`config.mk`:
```
export PLATFORM = sky130hd
export DESIGN_NAME = mm_timers
export DESIGN_NICKNAME = d
export VERILOG_FILES = /design/src/design/mm_ram_pkg.sv /design/src/design/mm_timers.sv
export SDC_FILE = /design/constraint.sdc
export NUM_CORES = 1
export LEC_CHECK = 0
export BUFFER_PORTS_ARGS = -buffer_cell sky130_fd_sc_hd__buf_2
export CORE_AREA = 2 2 113 115
export CTS_CLUSTER_SIZE = 8
export DETAILED_ROUTE_END_ITERATION = 7
export DIE_AREA = 0 0 115 117
export MAX_ROUTING_LAYER = met4
export PLACE_DENSITY = 0.86
export SYNTH_ARGS = -nofsm -noshare
export SYNTH_HDL_FRONTEND = slang
export SYNTH_SLANG_ARGS = --single-unit
```
`constraint.sdc`:
```
create_clock -name clk_i -period 2.3 [get_ports clk_i]
set_clock_uncertainty 0.2 [all_clocks]
set_input_delay 0.46 -clock clk_i [delete_from_list [all_inputs] [get_ports clk_i]]
set_output_delay 0.46 -clock clk_i [all_outputs]
set_load 0.05 [all_outputs]
```
`src/design/mm_ram_pkg.sv`:
```
// memory model package: sizes, memory map, status codes and shared types
package mm_ram_pkg;

    // ----------------------------------------
    // sizes
    // ----------------------------------------
    localparam int RAM_ADDR_WIDTH = 12;
    localparam int DBG_ADDR_WIDTH = 8;
    localparam int XLEN           = 32;
    localparam int IRQ_WIDTH      = 32;
    localparam int IRQ_ID_WIDTH   = $clog2(IRQ_WIDTH);
    localparam int RAM_WORDS      = 2 ** (RAM_ADDR_WIDTH - 2);

    localparam logic [31:0] RAM_BYTES = 32'd1 << RAM_ADDR_WIDTH;
    localparam logic [31:0] DBG_BYTES = 32'd1 << DBG_ADDR_WIDTH;
    // debug code lives in the last DBG_BYTES of RAM
    localparam logic [RAM_ADDR_WIDTH-1:0] DBG_BASE = RAM_ADDR_WIDTH'(RAM_BYTES - DBG_BYTES);

    // ----------------------------------------
    // memory map
    // ----------------------------------------
    localparam logic [31:0] MMADDR_TESTSTATUS = 32'h2000_0000;
    localparam logic [31:0] MMADDR_EXIT       = 32'h2000_0004;
    localparam logic [31:0] MMADDR_TIMERREG   = 32'h1500_0000;
    localparam logic [31:0] MMADDR_TIMERVAL   = 32'h1500_0004;
    localparam logic [31:0] MMADDR_DBG        = 32'h1500_0008;
    localparam logic [31:0] MMADDR_TICKS      = 32'h1500_1004;

    localparam logic [31:0] TEST_PASS_CODE = 32'd123456789;
    localparam logic [31:0] TEST_FAIL_CODE = 32'd1;

    // debug control word fields
    localparam int DBG_VALUE_BIT = 31;
    localparam int DBG_PULSE_BIT = 30;
    localparam int DBG_DUR_MSB   = 28;
    localparam int DBG_DUR_LSB   = 16;
    localparam int DBG_DLY_MSB   = 14;
    localparam int DBG_DLY_LSB   = 0;

    typedef enum logic [1:0] {RSEL_RAM, RSEL_TICKS, RSEL_ERR} mm_rsel_e;

    typedef enum logic [1:0] {PER_TIMER_MASK, PER_TIMER_VAL, PER_DBG, PER_TICKS_CLR} mm_per_e;

    typedef struct packed {
        logic            valid;
        mm_per_e         target;
        logic [XLEN-1:0] wdata;
    } mm_per_wr_t;

endpackage

```
`src/design/mm_timers.sv`:
```
// interrupt countdown timer with per-bit acknowledge, and the tick counter
`timescale 1ns/10ps

module mm_timers (
    input  logic                                clk_i,
    input  logic                                rst_ni,
    input  mm_ram_pkg::mm_per_wr_t              per_wr_i,
    input  logic [mm_ram_pkg::IRQ_ID_WIDTH-1:0] irq_id_i,
    input  logic                                irq_ack_i,
    output logic [mm_ram_pkg::IRQ_WIDTH-1:0]    irq_o,
    output logic [mm_ram_pkg::XLEN-1:0]         ticks_o
);

    logic [mm_ram_pkg::IRQ_WIDTH-1:0] mask_q;
    logic [mm_ram_pkg::XLEN-1:0]      cnt_q;

    logic mask_wr;
    logic val_wr;
    logic clr_wr;

    assign mask_wr = per_wr_i.valid && (per_wr_i.target == mm_ram_pkg::PER_TIMER_MASK);
    assign val_wr  = per_wr_i.valid && (per_wr_i.target == mm_ram_pkg::PER_TIMER_VAL);
    assign clr_wr  = per_wr_i.valid && (per_wr_i.target == mm_ram_pkg::PER_TICKS_CLR);

    // ----------------------------------------
    // interrupt timer
    // ----------------------------------------
    always_ff @(posedge clk_i or negedge rst_ni) begin
        if (!rst_ni) begin
            mask_q <= '0;
            cnt_q  <= '0;
            irq_o  <= '0;
        end else begin
            if (mask_wr) begin
                mask_q <= per_wr_i.wdata[mm_ram_pkg::IRQ_WIDTH-1:0];
            end

            if (val_wr) begin
                cnt_q <= per_wr_i.wdata;
            end else if (cnt_q != '0) begin
                cnt_q <= cnt_q - 1'b1;
            end

            // expiry wins over an acknowledge in the same cycle
            if (cnt_q == 1) begin
                irq_o <= mask_q;
            end else if (irq_ack_i) begin
                irq_o[irq_id_i] <= 1'b0;
            end
        end
    end

    // ----------------------------------------
    // tick counter
    // ----------------------------------------
    always_ff @(posedge clk_i or negedge rst_ni) begin
        if (!rst_ni) begin
            ticks_o <= '0;
        end else if (clr_wr) begin
            // the clear cycle itself is tick zero
            ticks_o <= 1;
        end else begin
            ticks_o <= ticks_o + 1'b1;
        end
    end

endmodule

```
==> report_table.html, run 1 <==
<table>
<tr><th>Metric</th><th>Value</th></tr>
<tr><th colspan="2">Drt</th></tr>
<tr><td>Routed via count</td><td>approximately 5,300</td></tr>
<tr><td>Number of DRC markers in iteration 0</td><td>605</td></tr>
<tr><td>Highest routed layer</td><td>met4</td></tr>
<tr><td>Total iterations of the first detailed-routing run</td><td>6</td></tr>
<tr><td>Sum of met2 wire segment lengths after detailed routing</td><td>8.09 mm</td></tr>
<tr><td>Met1 Wirelength</td><td>about 6.7 mm</td></tr>
<tr><td>Vias per inst</td><td>5.84</td></tr>
<tr><td>Final routed wire length divided by cell count</td><td>between 15 and 20 microns</td></tr>
<tr><td>Routed wire length on met3</td><td>1.21 mm</td></tr>
<tr><td>Number of nets still failing antenna checks after routing</td><td>0</td></tr>
<tr><td>Drt drc</td><td>0</td></tr>
<tr><td>Routed Wire Length</td><td>around 17 mm</td></tr>
<tr><th colspan="2">Status</th></tr>
<tr><td>Result of the run</td><td>finished, violations left</td></tr>
<tr><td>Violations in the final reports</td><td>setup timing</td></tr>
<tr><th colspan="2">Cells and area</th></tr>
<tr><td>Fraction of the core area covered by cells at the end of the flow</td><td>62.6%</td></tr>
<tr><td>Fill cell total of the finished layout</td><td>925</td></tr>
<tr><td>Final design instance area without fill</td><td>7700 sq um</td></tr>
<tr><td>Proportion of layout cells with a drive suffix above 1</td><td>32.1%</td></tr>
<tr><td>Number of nets in the layout</td><td>slightly below 800</td></tr>
<tr><td>Area growth from synthesis to layout</td><td>26.7%</td></tr>
<tr><th colspan="2">Placed design</th></tr>
<tr><td>Worst-case setup slack after placement</td><td>0.0177 ns</td></tr>
<tr><td>Area after detailed placement</td><td>7010 sq um</td></tr>
<tr><td>GP Congestion</td><td>0.930</td></tr>
<tr><td>Detailed placement HPWL</td><td>approximately 11 mm</td></tr>
<tr><td>Count of port buffers added during placement</td><td>106</td></tr>
<tr><th colspan="2">Floorplan</th></tr>
<tr><td>Core box area</td><td>12,300 sq um</td></tr>
<tr><td>Floorplan row count</td><td>41</td></tr>
<tr><td>Height of the die</td><td>between 100 and 150 microns</td></tr>
<tr><td>Boundary Pins</td><td>approximately 110</td></tr>
<tr><td>DIE WIDTH</td><td>115 microns</td></tr>
<tr><td>Total die area</td><td>about 13,000 sq um</td></tr>
<tr><td>Starting density of the core</td><td>49.4%</td></tr>
<tr><th colspan="2">Power</th></tr>
<tr><td>Comb pwr share</td><td>23.8%</td></tr>
<tr><td>Pwr/cell area</td><td>approximately 1000 nW/um^2</td></tr>
<tr><td>Switching Share</td><td>33.7%</td></tr>
<tr><td>Switching component of the power</td><td>2520 uW</td></tr>
<tr><td>Total Power</td><td>approximately 7500 uW</td></tr>
<tr><td>Cell Int Power</td><td>4970 uW</td></tr>
<tr><td>Reg power frac</td><td>40.9%</td></tr>
<tr><td>Relative contribution of the clock network to total power</td><td>35.3%</td></tr>
<tr><td>Static leakage power</td><td>roughly 0.0032 uW</td></tr>
<tr><td>Maximum vdd drop</td><td>0.618 mV</td></tr>
<tr><th colspan="2">Synthesis</th></tr>
<tr><td>Number of synthesized flops with an enable pin</td><td>0</td></tr>
<tr><td>Count of distinct cell types in the synthesized netlist</td><td>between 50 and 60</td></tr>
<tr><td>Post-Synthesis Mean Instance Area</td><td>between 10 and 15 sq um</td></tr>
<tr><td>Count of mapped cells out of synthesis</td><td>607</td></tr>
<tr><td>Most used standard cells in the synthesized netlist</td><td>sky130_fd_sc_hd__dfrtp_1 (128), sky130_fd_sc_hd__o21ai_0 (78), sky130_fd_sc_hd__nand2_1 (74), sky130_fd_sc_hd__nor2_1 (58), sky130_fd_sc_hd__xnor2_1 (35)</td></tr>
<tr><td>Synth area leaders</td><td>sky130_fd_sc_hd__dfrtp_1 (53%), sky130_fd_sc_hd__o21ai_0 (6.4%), sky130_fd_sc_hd__mux2_2 (5.9%)</td></tr>
<tr><td>Top FF cell, synth</td><td>sky130_fd_sc_hd__dfrtp_1</td></tr>
<tr><td>Top cell type's share of synthesized area</td><td>52.7%</td></tr>
<tr><td>YS warnings</td><td>0</td></tr>
<tr><td>Share of flip-flops with an asynchronous set or reset after synthesis</td><td>100%</td></tr>
<tr><td>Most instantiated library cell after synthesis</td><td>sky130_fd_sc_hd__dfrtp_1</td></tr>
<tr><td>Largest area contributor in the netlist</td><td>sky130_fd_sc_hd__dfrtp_1</td></tr>
<tr><td>Part of the Yosys area used for sequential elements</td><td>52.7%</td></tr>
<tr><td>Number of nets in the synthesized netlist</td><td>653</td></tr>
<tr><td>Register bit total from synthesis</td><td>128</td></tr>
<tr><td>Cell Area, Synth</td><td>6080 sq um</td></tr>
<tr><th colspan="2">Flow run</th></tr>
<tr><td>Max Cap Violations</td><td>0</td></tr>
<tr><th colspan="2">Global routing</th></tr>
<tr><td>Aggregate global routing overflow</td><td>0</td></tr>
<tr><td>First-pass GRT wire length</td><td>25.9 mm</td></tr>
<tr><td>Antenna violations before repair</td><td>0</td></tr>
<tr><td>Vias in the first global route</td><td>5,119</td></tr>
<tr><td>Tot GR Track Use</td><td>approximately a quarter</td></tr>
<tr><td>Maximum number of pins on one net before global-route repair</td><td>65</td></tr>
<tr><th colspan="2">STA</th></tr>
<tr><td>Clock period minus final worst setup slack</td><td>2.33 ns</td></tr>
<tr><td>Setup Viol. Count Final</td><td>2</td></tr>
<tr><td>Setup repair after global routing missed its margin</td><td>true</td></tr>
<tr><td>Hold violation total from the final report</td><td>0</td></tr>
<tr><td>Maximum clock frequency</td><td>about 0.43 GHz</td></tr>
<tr><td>Final Max Slew Viols</td><td>0</td></tr>
<tr><td>Setup Total Neg Slack</td><td>-0.0452 ns</td></tr>
<tr><td>Remaining max-slew budget at the tightest pin</td><td>~59%</td></tr>
<tr><td>Worst Max-Slew Pin Slew</td><td>0.621 ns</td></tr>
<tr><td>Final worst-path cycle share</td><td>101%</td></tr>
<tr><td>Final worst-path setup slack</td><td>-0.0250 ns</td></tr>
<tr><th colspan="2">CTS</th></tr>
<tr><td>Clock tree from TritonCTS</td><td>built</td></tr>
<tr><td>Clock net sink count</td><td>about 130</td></tr>
<tr><td>Worst-skew pair later-pin latency</td><td>0.41 ns</td></tr>
<tr><td>Maximum root-to-sink buffer count</td><td>2</td></tr>
<tr><td>CTS HTree Levels</td><td>4</td></tr>
<tr><td>Worst-path clk slew</td><td>0.05 ns</td></tr>
<tr><td>CTS buffer count</td><td>17</td></tr>
<tr><td>Clock tree root buffer cell</td><td>sky130_fd_sc_hd__clkbuf_16</td></tr>
<tr><th colspan="2">Worst setup path</th></tr>
<tr><td>Delay of the slowest cell on the worst path</td><td>0.57 ns</td></tr>
<tr><td>Maximum fanout along the worst path</td><td>4</td></tr>
<tr><td>Critical-path top delay cell</td><td>sky130_fd_sc_hd__o311ai_0</td></tr>
<tr><td>Kind of critical path</td><td>register to register</td></tr>
<tr><td>Register-to-register path setup slack</td><td>-0.03 ns</td></tr>
<tr><td>CP Cell Sequence</td><td>nor4_4 &gt; and4_2 &gt; buf_4 &gt; nand2_1 &gt; o311ai_0 &gt; nand3_1</td></tr>
<tr><td>Required time at the worst-slack endpoint</td><td>2.36 ns</td></tr>
<tr><td>Worst reg2reg path startpoint</td><td>cnt_q[8]</td></tr>
<tr><td>Critical Path Start Type</td><td>register</td></tr>
<tr><td>Critical path arrival</td><td>2.39 ns</td></tr>
<tr><td>Launching instance or port of the critical path</td><td>cnt_q[8]</td></tr>
<tr><td>Endpoint kind of the worst setup timing path</td><td>register</td></tr>
<tr><th colspan="2">Hold path</th></tr>
<tr><td>Min-delay src</td><td>per_wr_i[6]</td></tr>
<tr><td>Hold/Removal Path Class</td><td>primary input to register</td></tr>
</table>
## cells in the final DEF, fill, tap and decap left out, drive strengths merged, types with 12 or more instances in the layout
| cell | synthesis | final |
|---|---|---|
| clkbuf | 20 | 18 |
| nor2 | 58 | 58 |
| inv | 12 | 12 |
| o21ai | 78 | 78 |
| mux2 | 32 | 32 |
| xnor2 | 35 | 35 |
| nor3 | 16 | 16 |
| dfrtp | 128 | 128 |
| buf | 9 | 142 |
| nand3 | 18 | 18 |
| nand2 | 74 | 74 |
| nor4 | 18 | 18 |
## sequential cells by signal, summed over array words and instances, names as in the netlist
| name | cells |
|---|---|
| cnt_q | 32 |
| irq_o | 32 |
| mask_q | 32 |
| ticks_o | 32 |
## worst max-delay path: cells and delay by family (launching register included)
family	cells	cell delay [ns]
buffers and inverters	1	0.13
AND/OR/NAND/NOR	4	0.86
AO/OA/AOI/OAI	1	0.57
flip-flops	1	0.43
## path summary, 6_finish.rpt
kind,cells after the start,to
max reg2reg,6,cnt_q[19]
min reg2reg,2,irq_o[30]
min,3,cnt_q[6]
min in group asynchronous,2,ticks_o[28]
max in group asynchronous,3,cnt_q[30]
max,6,cnt_q[19]
## routing by layer
| metal | vias to the layer above | track usage [%] |
|---|---|---|
| met5 | - | - |
| met2 | 253 | 40.4 |
| met4 | 0 | 11.1 |
| met3 | 46 | 5.82 |
| met1 | 2559 | 32.1 |
| li1 | 2417 | - |
## stage by stage
stage               cells  hold slack (ns)
finish                904           0.0684
global route          901           0.0791
CTS                   898           0.0604
detailed placement    867            0.260
global placement      867            0.258
floorplan             607          -0.0356
## logic make-up after synthesis
kind of cell	Yosys count	share of synthesized area, %
adders and majority gates	3	0.617
buffers and inverters	41	2.74
DFF	128	52.7
and+or+nand+nor	241	20.5
AOI/OAI and AO/OA	116	10.9
muxes	33	6.09
xor gates and xnor gates	45	6.48
## repair_timing
action,in CTS,in global routing
endpoints found under the hold margin,33,0
endpoints found under the setup margin,1,50
hold buffers,1,0
gates resized for setup,1,18
buffers inserted,0,3
pin swaps,0,6
## power by group through the flow
stage	logic (uW)	clock network, uW	registers [uW]
floorplan	612	0	3560
global placement	1660	0	3030
detailed placement	1710	0	3040
CTS	1730	2660	3030
global route	1930	2770	3100
finish	1780	2650	3060
## layout make-up
| class | count | area [sq um] | share of cell area (%) |
|---|---|---|---|
| diodes | 3 | 7.51 | 0.0974 |
| clock buffers | 18 | 429 | 5.57 |
| clock inverters | 12 | 145 | 1.88 |
| inverters | 12 | 45.0 | 0.585 |
| multi-input cells | 438 | 2800 | 36.4 |
| flip-flops and latches | 128 | 3210 | 41.7 |
| well taps | 150 | 188 | 2.44 |
| repair buffers | 143 | 876 | 11.4 |
Note: power is estimated with default switching activity, not from simulation.
==> run 2, diff against run 1 <==
ABC_AREA = 1   (was default)
CORE_AREA = 2 2 120 122   (was 2 2 113 115)
DIE_AREA = 0 0 122 124   (was 0 0 115 117)
==> report_table.html, run 2 <==
<table>
<tr><th>Metric</th><th>Value</th></tr>
<tr><th colspan="2">Hold path</th></tr>
<tr><td>Number of cells traversed by the worst hold path</td><td>3 (unchanged)</td></tr>
<tr><td>Hold/Removal Path Class</td><td>primary input to register</td></tr>
<tr><td>Hold EP</td><td>cnt_q[28]</td></tr>
<tr><td>Min-delay src</td><td>per_wr_i[28]</td></tr>
<tr><th colspan="2">Worst setup path</th></tr>
<tr><td>Maximum fanout along the worst path</td><td>7 (+3)</td></tr>
<tr><td>Critical Path Start Type</td><td>register</td></tr>
<tr><td>Critical path arrival</td><td>2.17 ns (-0.22 ns)</td></tr>
<tr><td>Critical-path top delay cell</td><td>sky130_fd_sc_hd__dfrtp_1</td></tr>
<tr><td>Launching instance or port of the critical path</td><td>ticks_o[0]</td></tr>
<tr><td>R2R cell count</td><td>7 (+1)</td></tr>
<tr><td>Register-to-register path setup slack</td><td>0.28 ns (+0.30 ns)</td></tr>
<tr><td>Required time at the worst-slack endpoint</td><td>2.45 ns (+0.09 ns)</td></tr>
<tr><td>Worst reg2reg path startpoint</td><td>ticks_o[0]</td></tr>
<tr><td>Endpoint kind of the worst setup timing path</td><td>register</td></tr>
<tr><td>CP dominant cell by count</td><td>sky130_fd_sc_hd__nand3_1</td></tr>
<tr><td>Worst r2r dst</td><td>ticks_o[30]</td></tr>
<tr><td>CP Cell Sequence</td><td>ha_1 &gt; nand3_1 &gt; inv_1 &gt; nand3_1 &gt; nor2_1 &gt; nand3_1 &gt; a21oi_1</td></tr>
<tr><td>Kind of critical path</td><td>register to register</td></tr>
<tr><td>Delay of the slowest cell on the worst path</td><td>0.45 ns (-0.12 ns)</td></tr>
<tr><th colspan="2">Placed design</th></tr>
<tr><td>Detailed placement HPWL</td><td>14.4 mm (+31%)</td></tr>
<tr><td>GP Congestion</td><td>0.987 (+6.2%)</td></tr>
<tr><td>Count of port buffers added during placement</td><td>106 (unchanged)</td></tr>
<tr><th colspan="2">Global routing</th></tr>
<tr><td>Met3 usage in global routing</td><td>8.06% (+2.2 points)</td></tr>
<tr><td>Tot GR Track Use</td><td>27.9% (+2.2 points)</td></tr>
<tr><td>Met1 track demand over resource</td><td>33.6% (+1.4 points)</td></tr>
<tr><td>Vias in the first global route</td><td>6,215 (+21%)</td></tr>
<tr><td>Maximum number of pins on one net before global-route repair</td><td>58 (-11%)</td></tr>
<tr><td>Global routing usage on met2</td><td>45.3% (+4.8 points)</td></tr>
<tr><td>Antenna violations before repair</td><td>5 (+5)</td></tr>
<tr><td>First-pass GRT wire length</td><td>31.2 mm (+21%)</td></tr>
<tr><td>Aggregate global routing overflow</td><td>0 (unchanged)</td></tr>
<tr><td>Most congested layer reported by global routing</td><td>met2</td></tr>
<tr><th colspan="2">CTS</th></tr>
<tr><td>CTS HTree Levels</td><td>4 (unchanged)</td></tr>
<tr><td>Clock tree from TritonCTS</td><td>built</td></tr>
<tr><td>Worst-path clk slew</td><td>0.06 ns (about the same)</td></tr>
<tr><td>Clock net sink count</td><td>128 (unchanged)</td></tr>
<tr><td>Clock tree root buffer cell</td><td>sky130_fd_sc_hd__clkbuf_16</td></tr>
<tr><td>Worst-skew pair later-pin latency</td><td>0.43 ns (+0.02 ns)</td></tr>
<tr><td>CTS buffer count</td><td>17 (unchanged)</td></tr>
<tr><td>Number of setup buffers added after CTS</td><td>0 (unchanged)</td></tr>
<tr><td>Maximum root-to-sink buffer count</td><td>2 (unchanged)</td></tr>
<tr><th colspan="2">STA</th></tr>
<tr><td>Setup repair after global routing missed its margin</td><td>false</td></tr>
<tr><td>Hold violation total from the final report</td><td>0 (unchanged)</td></tr>
<tr><td>Setup Total Neg Slack</td><td>0 ns (+0.0452 ns)</td></tr>
<tr><td>Setup Viol. Count Final</td><td>0 (-2)</td></tr>
<tr><td>Clock period minus final worst setup slack</td><td>2.02 ns (-0.305 ns)</td></tr>
<tr><td>Final worst-path cycle share</td><td>87.8% (-13 points)</td></tr>
<tr><td>Remaining max-slew budget at the tightest pin</td><td>64.1% (+5.6 points)</td></tr>
<tr><td>Final Max Slew Viols</td><td>0 (unchanged)</td></tr>
<tr><td>Maximum clock frequency</td><td>0.495 GHz (+15%)</td></tr>
<tr><td>Worst Max-Slew Pin Slew</td><td>0.538 ns (-0.0832 ns)</td></tr>
<tr><th colspan="2">Cells and area</th></tr>
<tr><td>Fill cell total of the finished layout</td><td>1,193 (+29%)</td></tr>
<tr><td>Proportion of layout cells with a drive suffix above 1</td><td>20.9% (-11 points)</td></tr>
<tr><td>Most common library cell in the layout ignoring fill and taps</td><td>sky130_fd_sc_hd__nand2_1</td></tr>
<tr><td>Fraction of the core area covered by cells at the end of the flow</td><td>61.8% (-0.76 points)</td></tr>
<tr><td>Area growth from synthesis to layout</td><td>21.0%</td></tr>
<tr><td>Top library cells by usage in the layout, fill and taps aside</td><td>sky130_fd_sc_hd__nand2_1 (298), sky130_fd_sc_hd__nor2_1 (138), sky130_fd_sc_hd__dfrtp_1 (128), sky130_fd_sc_hd__buf_2 (105), sky130_fd_sc_hd__inv_1 (99)</td></tr>
<tr><td>Number of nets in the layout</td><td>1,099 (+40%)</td></tr>
<tr><th colspan="2">Power</th></tr>
<tr><td>Maximum vdd drop</td><td>0.590 mV (-4.5%)</td></tr>
<tr><td>Static leakage power</td><td>0.00435 uW (+34%)</td></tr>
<tr><td>Pwr/cell area</td><td>955 nW/um^2 (-1.8%)</td></tr>
<tr><th colspan="2">Drt</th></tr>
<tr><td>Number of nets still failing antenna checks after routing</td><td>0 (unchanged)</td></tr>
<tr><td>Routed Wire Length</td><td>19.5 mm (+18%)</td></tr>
<tr><td>Number of DRC markers in iteration 0</td><td>648 (+7.1%)</td></tr>
<tr><td>Total iterations of the first detailed-routing run</td><td>5 (-1)</td></tr>
<tr><td>Drt drc</td><td>0 (unchanged)</td></tr>
<tr><td>Final routed wire length divided by cell count</td><td>15.6 microns (-14%)</td></tr>
<tr><td>Vias per inst</td><td>5.21 (-11%)</td></tr>
<tr><td>Routed via count</td><td>6,522 (+24%)</td></tr>
<tr><th colspan="2">Synthesis</th></tr>
<tr><td>YS warnings</td><td>0 (unchanged)</td></tr>
<tr><td>Count of mapped cells out of synthesis</td><td>932 (+54%)</td></tr>
<tr><td>Share of flip-flops with an asynchronous set or reset after synthesis</td><td>100% (unchanged)</td></tr>
<tr><td>Synth area leaders</td><td>sky130_fd_sc_hd__dfrtp_1 (46%), sky130_fd_sc_hd__nand2_1 (16%), sky130_fd_sc_hd__nor2_1 (7.4%)</td></tr>
<tr><td>Most used standard cells in the synthesized netlist</td><td>sky130_fd_sc_hd__nand2_1 (298), sky130_fd_sc_hd__nor2_1 (138), sky130_fd_sc_hd__dfrtp_1 (128), sky130_fd_sc_hd__inv_1 (99), sky130_fd_sc_hd__nand3_1 (40)</td></tr>
<tr><td>Top cell type's share of synthesized area</td><td>45.7% (-7.0 points)</td></tr>
<tr><td>Post-Synthesis Mean Instance Area</td><td>7.52 sq um (-25%)</td></tr>
<tr><td>Number of nets in the synthesized netlist</td><td>978 (+50%)</td></tr>
<tr><td>Largest area contributor in the netlist</td><td>sky130_fd_sc_hd__dfrtp_1</td></tr>
<tr><td>Cell Area, Synth</td><td>7010 sq um (+15%)</td></tr>
<tr><td>Register bit total from synthesis</td><td>128 (unchanged)</td></tr>
<tr><td>Count of distinct cell types in the synthesized netlist</td><td>33 (-35%)</td></tr>
<tr><td>Part of the Yosys area used for sequential elements</td><td>45.7% (-7.0 points)</td></tr>
<tr><td>Top FF cell, synth</td><td>sky130_fd_sc_hd__dfrtp_1</td></tr>
<tr><td>Number of synthesized flops with an enable pin</td><td>0 (unchanged)</td></tr>
<tr><td>Most instantiated library cell after synthesis</td><td>sky130_fd_sc_hd__nand2_1</td></tr>
<tr><th colspan="2">Floorplan</th></tr>
<tr><td>Boundary Pins</td><td>107 (unchanged)</td></tr>
<tr><td>Core box area</td><td>13,700 sq um (+11%)</td></tr>
<tr><td>Total die area</td><td>15,100 sq um (+12%)</td></tr>
<tr><td>DIE WIDTH</td><td>122 microns (+6.1%)</td></tr>
<tr><td>Floorplan row count</td><td>43 (+4.9%)</td></tr>
<tr><td>Height of the die</td><td>124 microns (+6.0%)</td></tr>
<tr><td>Starting density of the core</td><td>51.1% (+1.7 points)</td></tr>
<tr><th colspan="2">Flow run</th></tr>
<tr><td>Max Cap Violations</td><td>0 (unchanged)</td></tr>
<tr><th colspan="2">Status</th></tr>
<tr><td>Result of the run</td><td>completed</td></tr>
</table>
-- run 2: worst max path at each step --
| stage | to | cells past startpoint |
|---|---|---|
| 3_5_place_dp | cnt_q[15] | 9 |
| 6_report | ticks_o[30] | 7 |
| 5_1_grt | ticks_o[30] | 7 |
| 4_1_cts | cnt_q[15] | 9 |
| 2_1_floorplan | ticks_o[16] | 6 |
| 3_3_place_gp | cnt_q[15] | 9 |
-- run 2: kinds of logic (layout without fill, tap and decap cells) --
| logic type | count (synthesis) | in the layout | synth area share, % |
|---|---|---|---|
| simple gates | 552 | 552 | 34.2 |
| flops | 128 | 128 | 45.7 |
| buf+inv | 123 | 257 | 7.42 |
| compound gates | 105 | 105 | 9.23 |
| xor+xnor | 14 | 14 | 1.75 |
| mux | 7 | 7 | 1.12 |
| fa+ha+maj | 3 | 3 | 0.535 |
| other cells | 0 | 6 | 0 |
-- run 2: critical path, delay by kind of cell (launching register included) --
family                   cells  cell delay (ns)
AO/OA/AOI/OAI                1             0.16
adder cells (fa/ha/maj)      1             0.21
buffers and inverters        1             0.16
flip-flops                   1             0.45
AND/OR/NAND/NOR              4             0.76
-- run 2: where the power goes --
| group | leakage [uW] | switching, uW | internal, uW |
|---|---|---|---|
| clock | 0.000302 | 1080 | 1830 |
| sequential | 0.00157 | 355 | 2660 |
| combinational | 0.00248 | 1530 | 646 |
| total | 0.00435 | 2960 | 5130 |
-- run 2: timing repair --
item,in CTS,in global routing
endpoints found under the setup margin,0,22
hold buffers,1,0
hold endpoints to repair,34,0
gates resized for setup,0,1
-- run 2: final cells by class --
class | count | area (sq um) | share of cell area (%)
clock buffer | 17 | 425 | 5.02
clock inverter | 15 | 205 | 2.42
tap | 180 | 225 | 2.66
sequential | 128 | 3200 | 37.8
timing repair buffer | 122 | 718 | 8.47
multi-input combinational | 681 | 3300 | 38.9
antenna | 6 | 15.0 | 0.177
inverter | 103 | 388 | 4.57
-- run 2: metrics by stage --
step                      cells  worst slack, ns  cell area (sq um)  hold slack, ns  power, uW
after CTS                  1246           0.0128               8460          0.0508       8120
after global placement     1213            0.193               7820           0.268       5130
final                      1252            0.279               8480          0.0627       8100
after floorplan             932            0.242               7010         -0.0356       4590
after global routing       1251           0.0900               8480          0.0722       8480
after detailed placement   1213           0.0644               7820           0.273       5200
-- run 2: routing by layer --
metal	wire length (microns)	vias to the layer above	part of all wire (%)
met5	0	-	0
met4	450	0	2.3
met3	1740	32	8.9
met2	9340	277	48
met1	8020	3031	41
li1	-	3182	-
==> run 3, diff against run 2 <==
PLACE_DENSITY = 0.75   (was 0.86)
==> report_table.html, run 3 (synthesis gave the netlist of run 2 again) <==
<table>
<tr><th>Metric</th><th>Value</th></tr>
<tr><th colspan="2">Cells and area</th></tr>
<tr><td>Most common library cell in the layout ignoring fill and taps</td><td>sky130_fd_sc_hd__nand2_1</td></tr>
<tr><td>Number of nets in the layout</td><td>1,097 (-0.18%)</td></tr>
<tr><td>FF/Latch Area</td><td>3200 sq um (unchanged)</td></tr>
<tr><td>Final design instance area without fill</td><td>8460 sq um (-0.29%)</td></tr>
<tr><td>Fraction of the core area covered by cells at the end of the flow</td><td>61.6% (-0.18 points)</td></tr>
<tr><td>Final std cells w/o fill</td><td>1,248 (-0.32%)</td></tr>
<tr><td>Fill cell total of the finished layout</td><td>1,275 (+6.9%)</td></tr>
<tr><td>Top library cells by usage in the layout, fill and taps aside</td><td>sky130_fd_sc_hd__nand2_1 (298), sky130_fd_sc_hd__nor2_1 (138), sky130_fd_sc_hd__dfrtp_1 (128), sky130_fd_sc_hd__buf_2 (105), sky130_fd_sc_hd__inv_1 (99)</td></tr>
<tr><td>Combined area of the multi-input logic cells</td><td>3300 sq um (unchanged)</td></tr>
<tr><td>Proportion of layout cells with a drive suffix above 1</td><td>20.8% (-0.15 points)</td></tr>
<tr><td>Area growth from synthesis to layout</td><td>20.6%</td></tr>
<tr><th colspan="2">Worst setup path</th></tr>
<tr><td>WP buf/inv</td><td>1 (unchanged)</td></tr>
<tr><td>Critical Path Start Type</td><td>register</td></tr>
<tr><td>Maximum fanout along the worst path</td><td>7 (unchanged)</td></tr>
<tr><td>Kind of critical path</td><td>register to register</td></tr>
<tr><td>CP Cell Sequence</td><td>ha_1 &gt; nand3_1 &gt; inv_1 &gt; nand3_1 &gt; nor2_1 &gt; nand3_1 &gt; a21oi_1</td></tr>
<tr><td>Critical-path top delay cell</td><td>sky130_fd_sc_hd__dfrtp_1</td></tr>
<tr><td>Family of cells with the greatest summed delay on the critical path</td><td>simple AND/OR/NAND/NOR gates</td></tr>
<tr><td>Delay of the slowest cell on the worst path</td><td>0.44 ns (about the same)</td></tr>
<tr><td>Critical path arrival</td><td>2.17 ns (about the same)</td></tr>
<tr><td>Required time at the worst-slack endpoint</td><td>2.44 ns (about the same)</td></tr>
<tr><td>Endpoint kind of the worst setup timing path</td><td>register</td></tr>
<tr><td>CP dominant cell by count</td><td>sky130_fd_sc_hd__nand3_1</td></tr>
<tr><th colspan="2">CTS</th></tr>
<tr><td>Clock tree root buffer cell</td><td>sky130_fd_sc_hd__clkbuf_16</td></tr>
<tr><td>CTS HTree Levels</td><td>4 (unchanged)</td></tr>
<tr><td>Worst-skew pair later-pin latency</td><td>0.42 ns (about the same)</td></tr>
<tr><td>Maximum root-to-sink buffer count</td><td>2 (unchanged)</td></tr>
<tr><td>CTS buffer count</td><td>17 (unchanged)</td></tr>
<tr><td>Worst-path clk slew</td><td>0.06 ns (about the same)</td></tr>
<tr><td>Clock net sink count</td><td>128 (unchanged)</td></tr>
<tr><td>Clock tree from TritonCTS</td><td>built</td></tr>
<tr><th colspan="2">STA</th></tr>
<tr><td>Final worst-path cycle share</td><td>88.5% (+0.65 points)</td></tr>
<tr><td>Setup Viol. Count Final</td><td>0 (unchanged)</td></tr>
<tr><td>Hold violation total from the final report</td><td>0 (unchanged)</td></tr>
<tr><td>Maximum clock frequency</td><td>0.491 GHz (-0.73%)</td></tr>
<tr><td>Clock period minus final worst setup slack</td><td>2.04 ns (+0.0149 ns)</td></tr>
<tr><td>Final Max Slew Viols</td><td>0 (unchanged)</td></tr>
<tr><td>Setup repair after global routing missed its margin</td><td>false</td></tr>
<tr><td>Worst Max-Slew Pin Slew</td><td>0.556 ns (+0.0182 ns)</td></tr>
<tr><td>Remaining max-slew budget at the tightest pin</td><td>62.6% (-1.5 points)</td></tr>
<tr><td>Setup Total Neg Slack</td><td>0 ns (unchanged)</td></tr>
<tr><th colspan="2">Placed design</th></tr>
<tr><td>Count of port buffers added during placement</td><td>106 (unchanged)</td></tr>
<tr><td>Area after detailed placement</td><td>7790 sq um (-0.35%)</td></tr>
<tr><td>Placed Instances</td><td>1,211 (-0.16%)</td></tr>
<tr><td>GP Congestion</td><td>0.976 (-1.2%)</td></tr>
<tr><td>Detailed placement HPWL</td><td>14.1 mm (-1.7%)</td></tr>
<tr><th colspan="2">Floorplan</th></tr>
<tr><td>DIE WIDTH</td><td>122 microns (unchanged)</td></tr>
<tr><td>Total die area</td><td>15,100 sq um (unchanged)</td></tr>
<tr><td>Floorplan row count</td><td>43 (unchanged)</td></tr>
<tr><td>Height of the die</td><td>124 microns (unchanged)</td></tr>
<tr><td>Core box area</td><td>13,700 sq um (unchanged)</td></tr>
<tr><td>Boundary Pins</td><td>107 (unchanged)</td></tr>
<tr><td>Starting density of the core</td><td>51.1% (unchanged)</td></tr>
<tr><th colspan="2">Drt</th></tr>
<tr><td>Routed Wire Length</td><td>19.1 mm (-2.1%)</td></tr>
<tr><td>Vias per inst</td><td>5.13 (-1.5%)</td></tr>
<tr><td>Routed via count</td><td>6,405 (-1.8%)</td></tr>
<tr><td>Number of nets still failing antenna checks after routing</td><td>0 (unchanged)</td></tr>
<tr><td>Drt drc</td><td>0 (unchanged)</td></tr>
<tr><td>Number of DRC markers in iteration 0</td><td>525 (-19%)</td></tr>
<tr><td>Total iterations of the first detailed-routing run</td><td>6 (+1)</td></tr>
<tr><td>Final routed wire length divided by cell count</td><td>15.3 microns (-1.7%)</td></tr>
<tr><th colspan="2">Global routing</th></tr>
<tr><td>Aggregate global routing overflow</td><td>0 (unchanged)</td></tr>
<tr><td>Vias in the first global route</td><td>6,161 (-0.87%)</td></tr>
<tr><td>Tot GR Track Use</td><td>27.3% (-0.59 points)</td></tr>
<tr><td>Antenna violations before repair</td><td>4 (-1)</td></tr>
<tr><td>Maximum number of pins on one net before global-route repair</td><td>58 (unchanged)</td></tr>
<tr><td>First-pass GRT wire length</td><td>30.3 mm (-3.0%)</td></tr>
<tr><th colspan="2">Power</th></tr>
<tr><td>Static leakage power</td><td>0.00434 uW (-0.40%)</td></tr>
<tr><td>Maximum vdd drop</td><td>0.509 mV (-14%)</td></tr>
<tr><td>Pwr/cell area</td><td>955 nW/um^2 (about the same)</td></tr>
<tr><td>Total Power</td><td>8070 uW (-0.28%)</td></tr>
<tr><th colspan="2">Flow run</th></tr>
<tr><td>Max Cap Violations</td><td>0 (unchanged)</td></tr>
<tr><th colspan="2">Hold path</th></tr>
<tr><td>Hold/Removal Path Class</td><td>primary input to register</td></tr>
<tr><th colspan="2">Status</th></tr>
<tr><td>Result of the run</td><td>completed</td></tr>
</table>
==> run 3: where the power goes <==
group | internal (uW) | leakage, uW | switching [uW]
Sequential | 2660 | 0.00157 | 352
Combinational | 637 | 0.00247 | 1520
Clock | 1870 | 0.000298 | 1040
==> run 3: cell type report <==
class / count / area share (%)
sequential: 128 / 37.9
inverter: 103 / 4.59
timing repair buffer: 120 / 8.17
multi-input combinational: 681 / 39.0
clock buffer: 19 / 5.36
tap: 180 / 2.66
clock inverter: 13 / 2.19
antenna: 4 / 0.118
==> run 3: worst reg2reg max path, cell delays in order, from the launching register on <==
cell and delay, ns:
sky130_fd_sc_hd__dfrtp_1 0.44, sky130_fd_sc_hd__ha_1 0.20, sky130_fd_sc_hd__nand3_1 0.21, sky130_fd_sc_hd__inv_1 0.17
sky130_fd_sc_hd__nand3_1 0.11, sky130_fd_sc_hd__nor2_1 0.32, sky130_fd_sc_hd__nand3_1 0.12, sky130_fd_sc_hd__a21oi_1 0.18
==> run 3: final timing paths <==
path	depth (start not counted)	from	endpoint	slack, ns
setup / recovery	7	ticks_o[0]	ticks_o[30]	0.26
hold / removal	3	per_wr_i[19]	cnt_q[19]	0.07
setup reg to reg	7	ticks_o[0]	ticks_o[30]	0.26
hold reg to reg	2	mask_q[9]	mask_q[9]	0.30
max in group asynchronous	3	rst_ni	ticks_o[30]	0.94
min in group asynchronous	2	rst_ni	irq_o[20]	0.34
==> run 3: per-stage QoR <==
step	hold slack [ns]	setup WS [ns]
finish	0.0709	0.265
global route	0.0643	0.141
CTS	0.0599	0.0663
detailed placement	0.246	0.0838
global placement	0.243	0.164
floorplan	-0.0356	0.242
==> run 3: per-layer routing <==
layer | up-vias | GRT usage (%) | wire length, microns
met4 | 0 | 11.1 | 607
met5 | - | - | 0
met3 | 49 | 7.78 | 1320
li1 | 3177 | - | -
met2 | 235 | 44.3 | 9090
met1 | 2944 | 32.2 | 8130
==> run 3: what timing repair did <==
item / 4_1_cts / 5_1_grt
hold endpoints to repair: 31 / 0
setup endpoints to repair: 0 / 22
hold buffers: 1 / 0
setup buffers: 0 / 0
resized for setup: 0 / 1
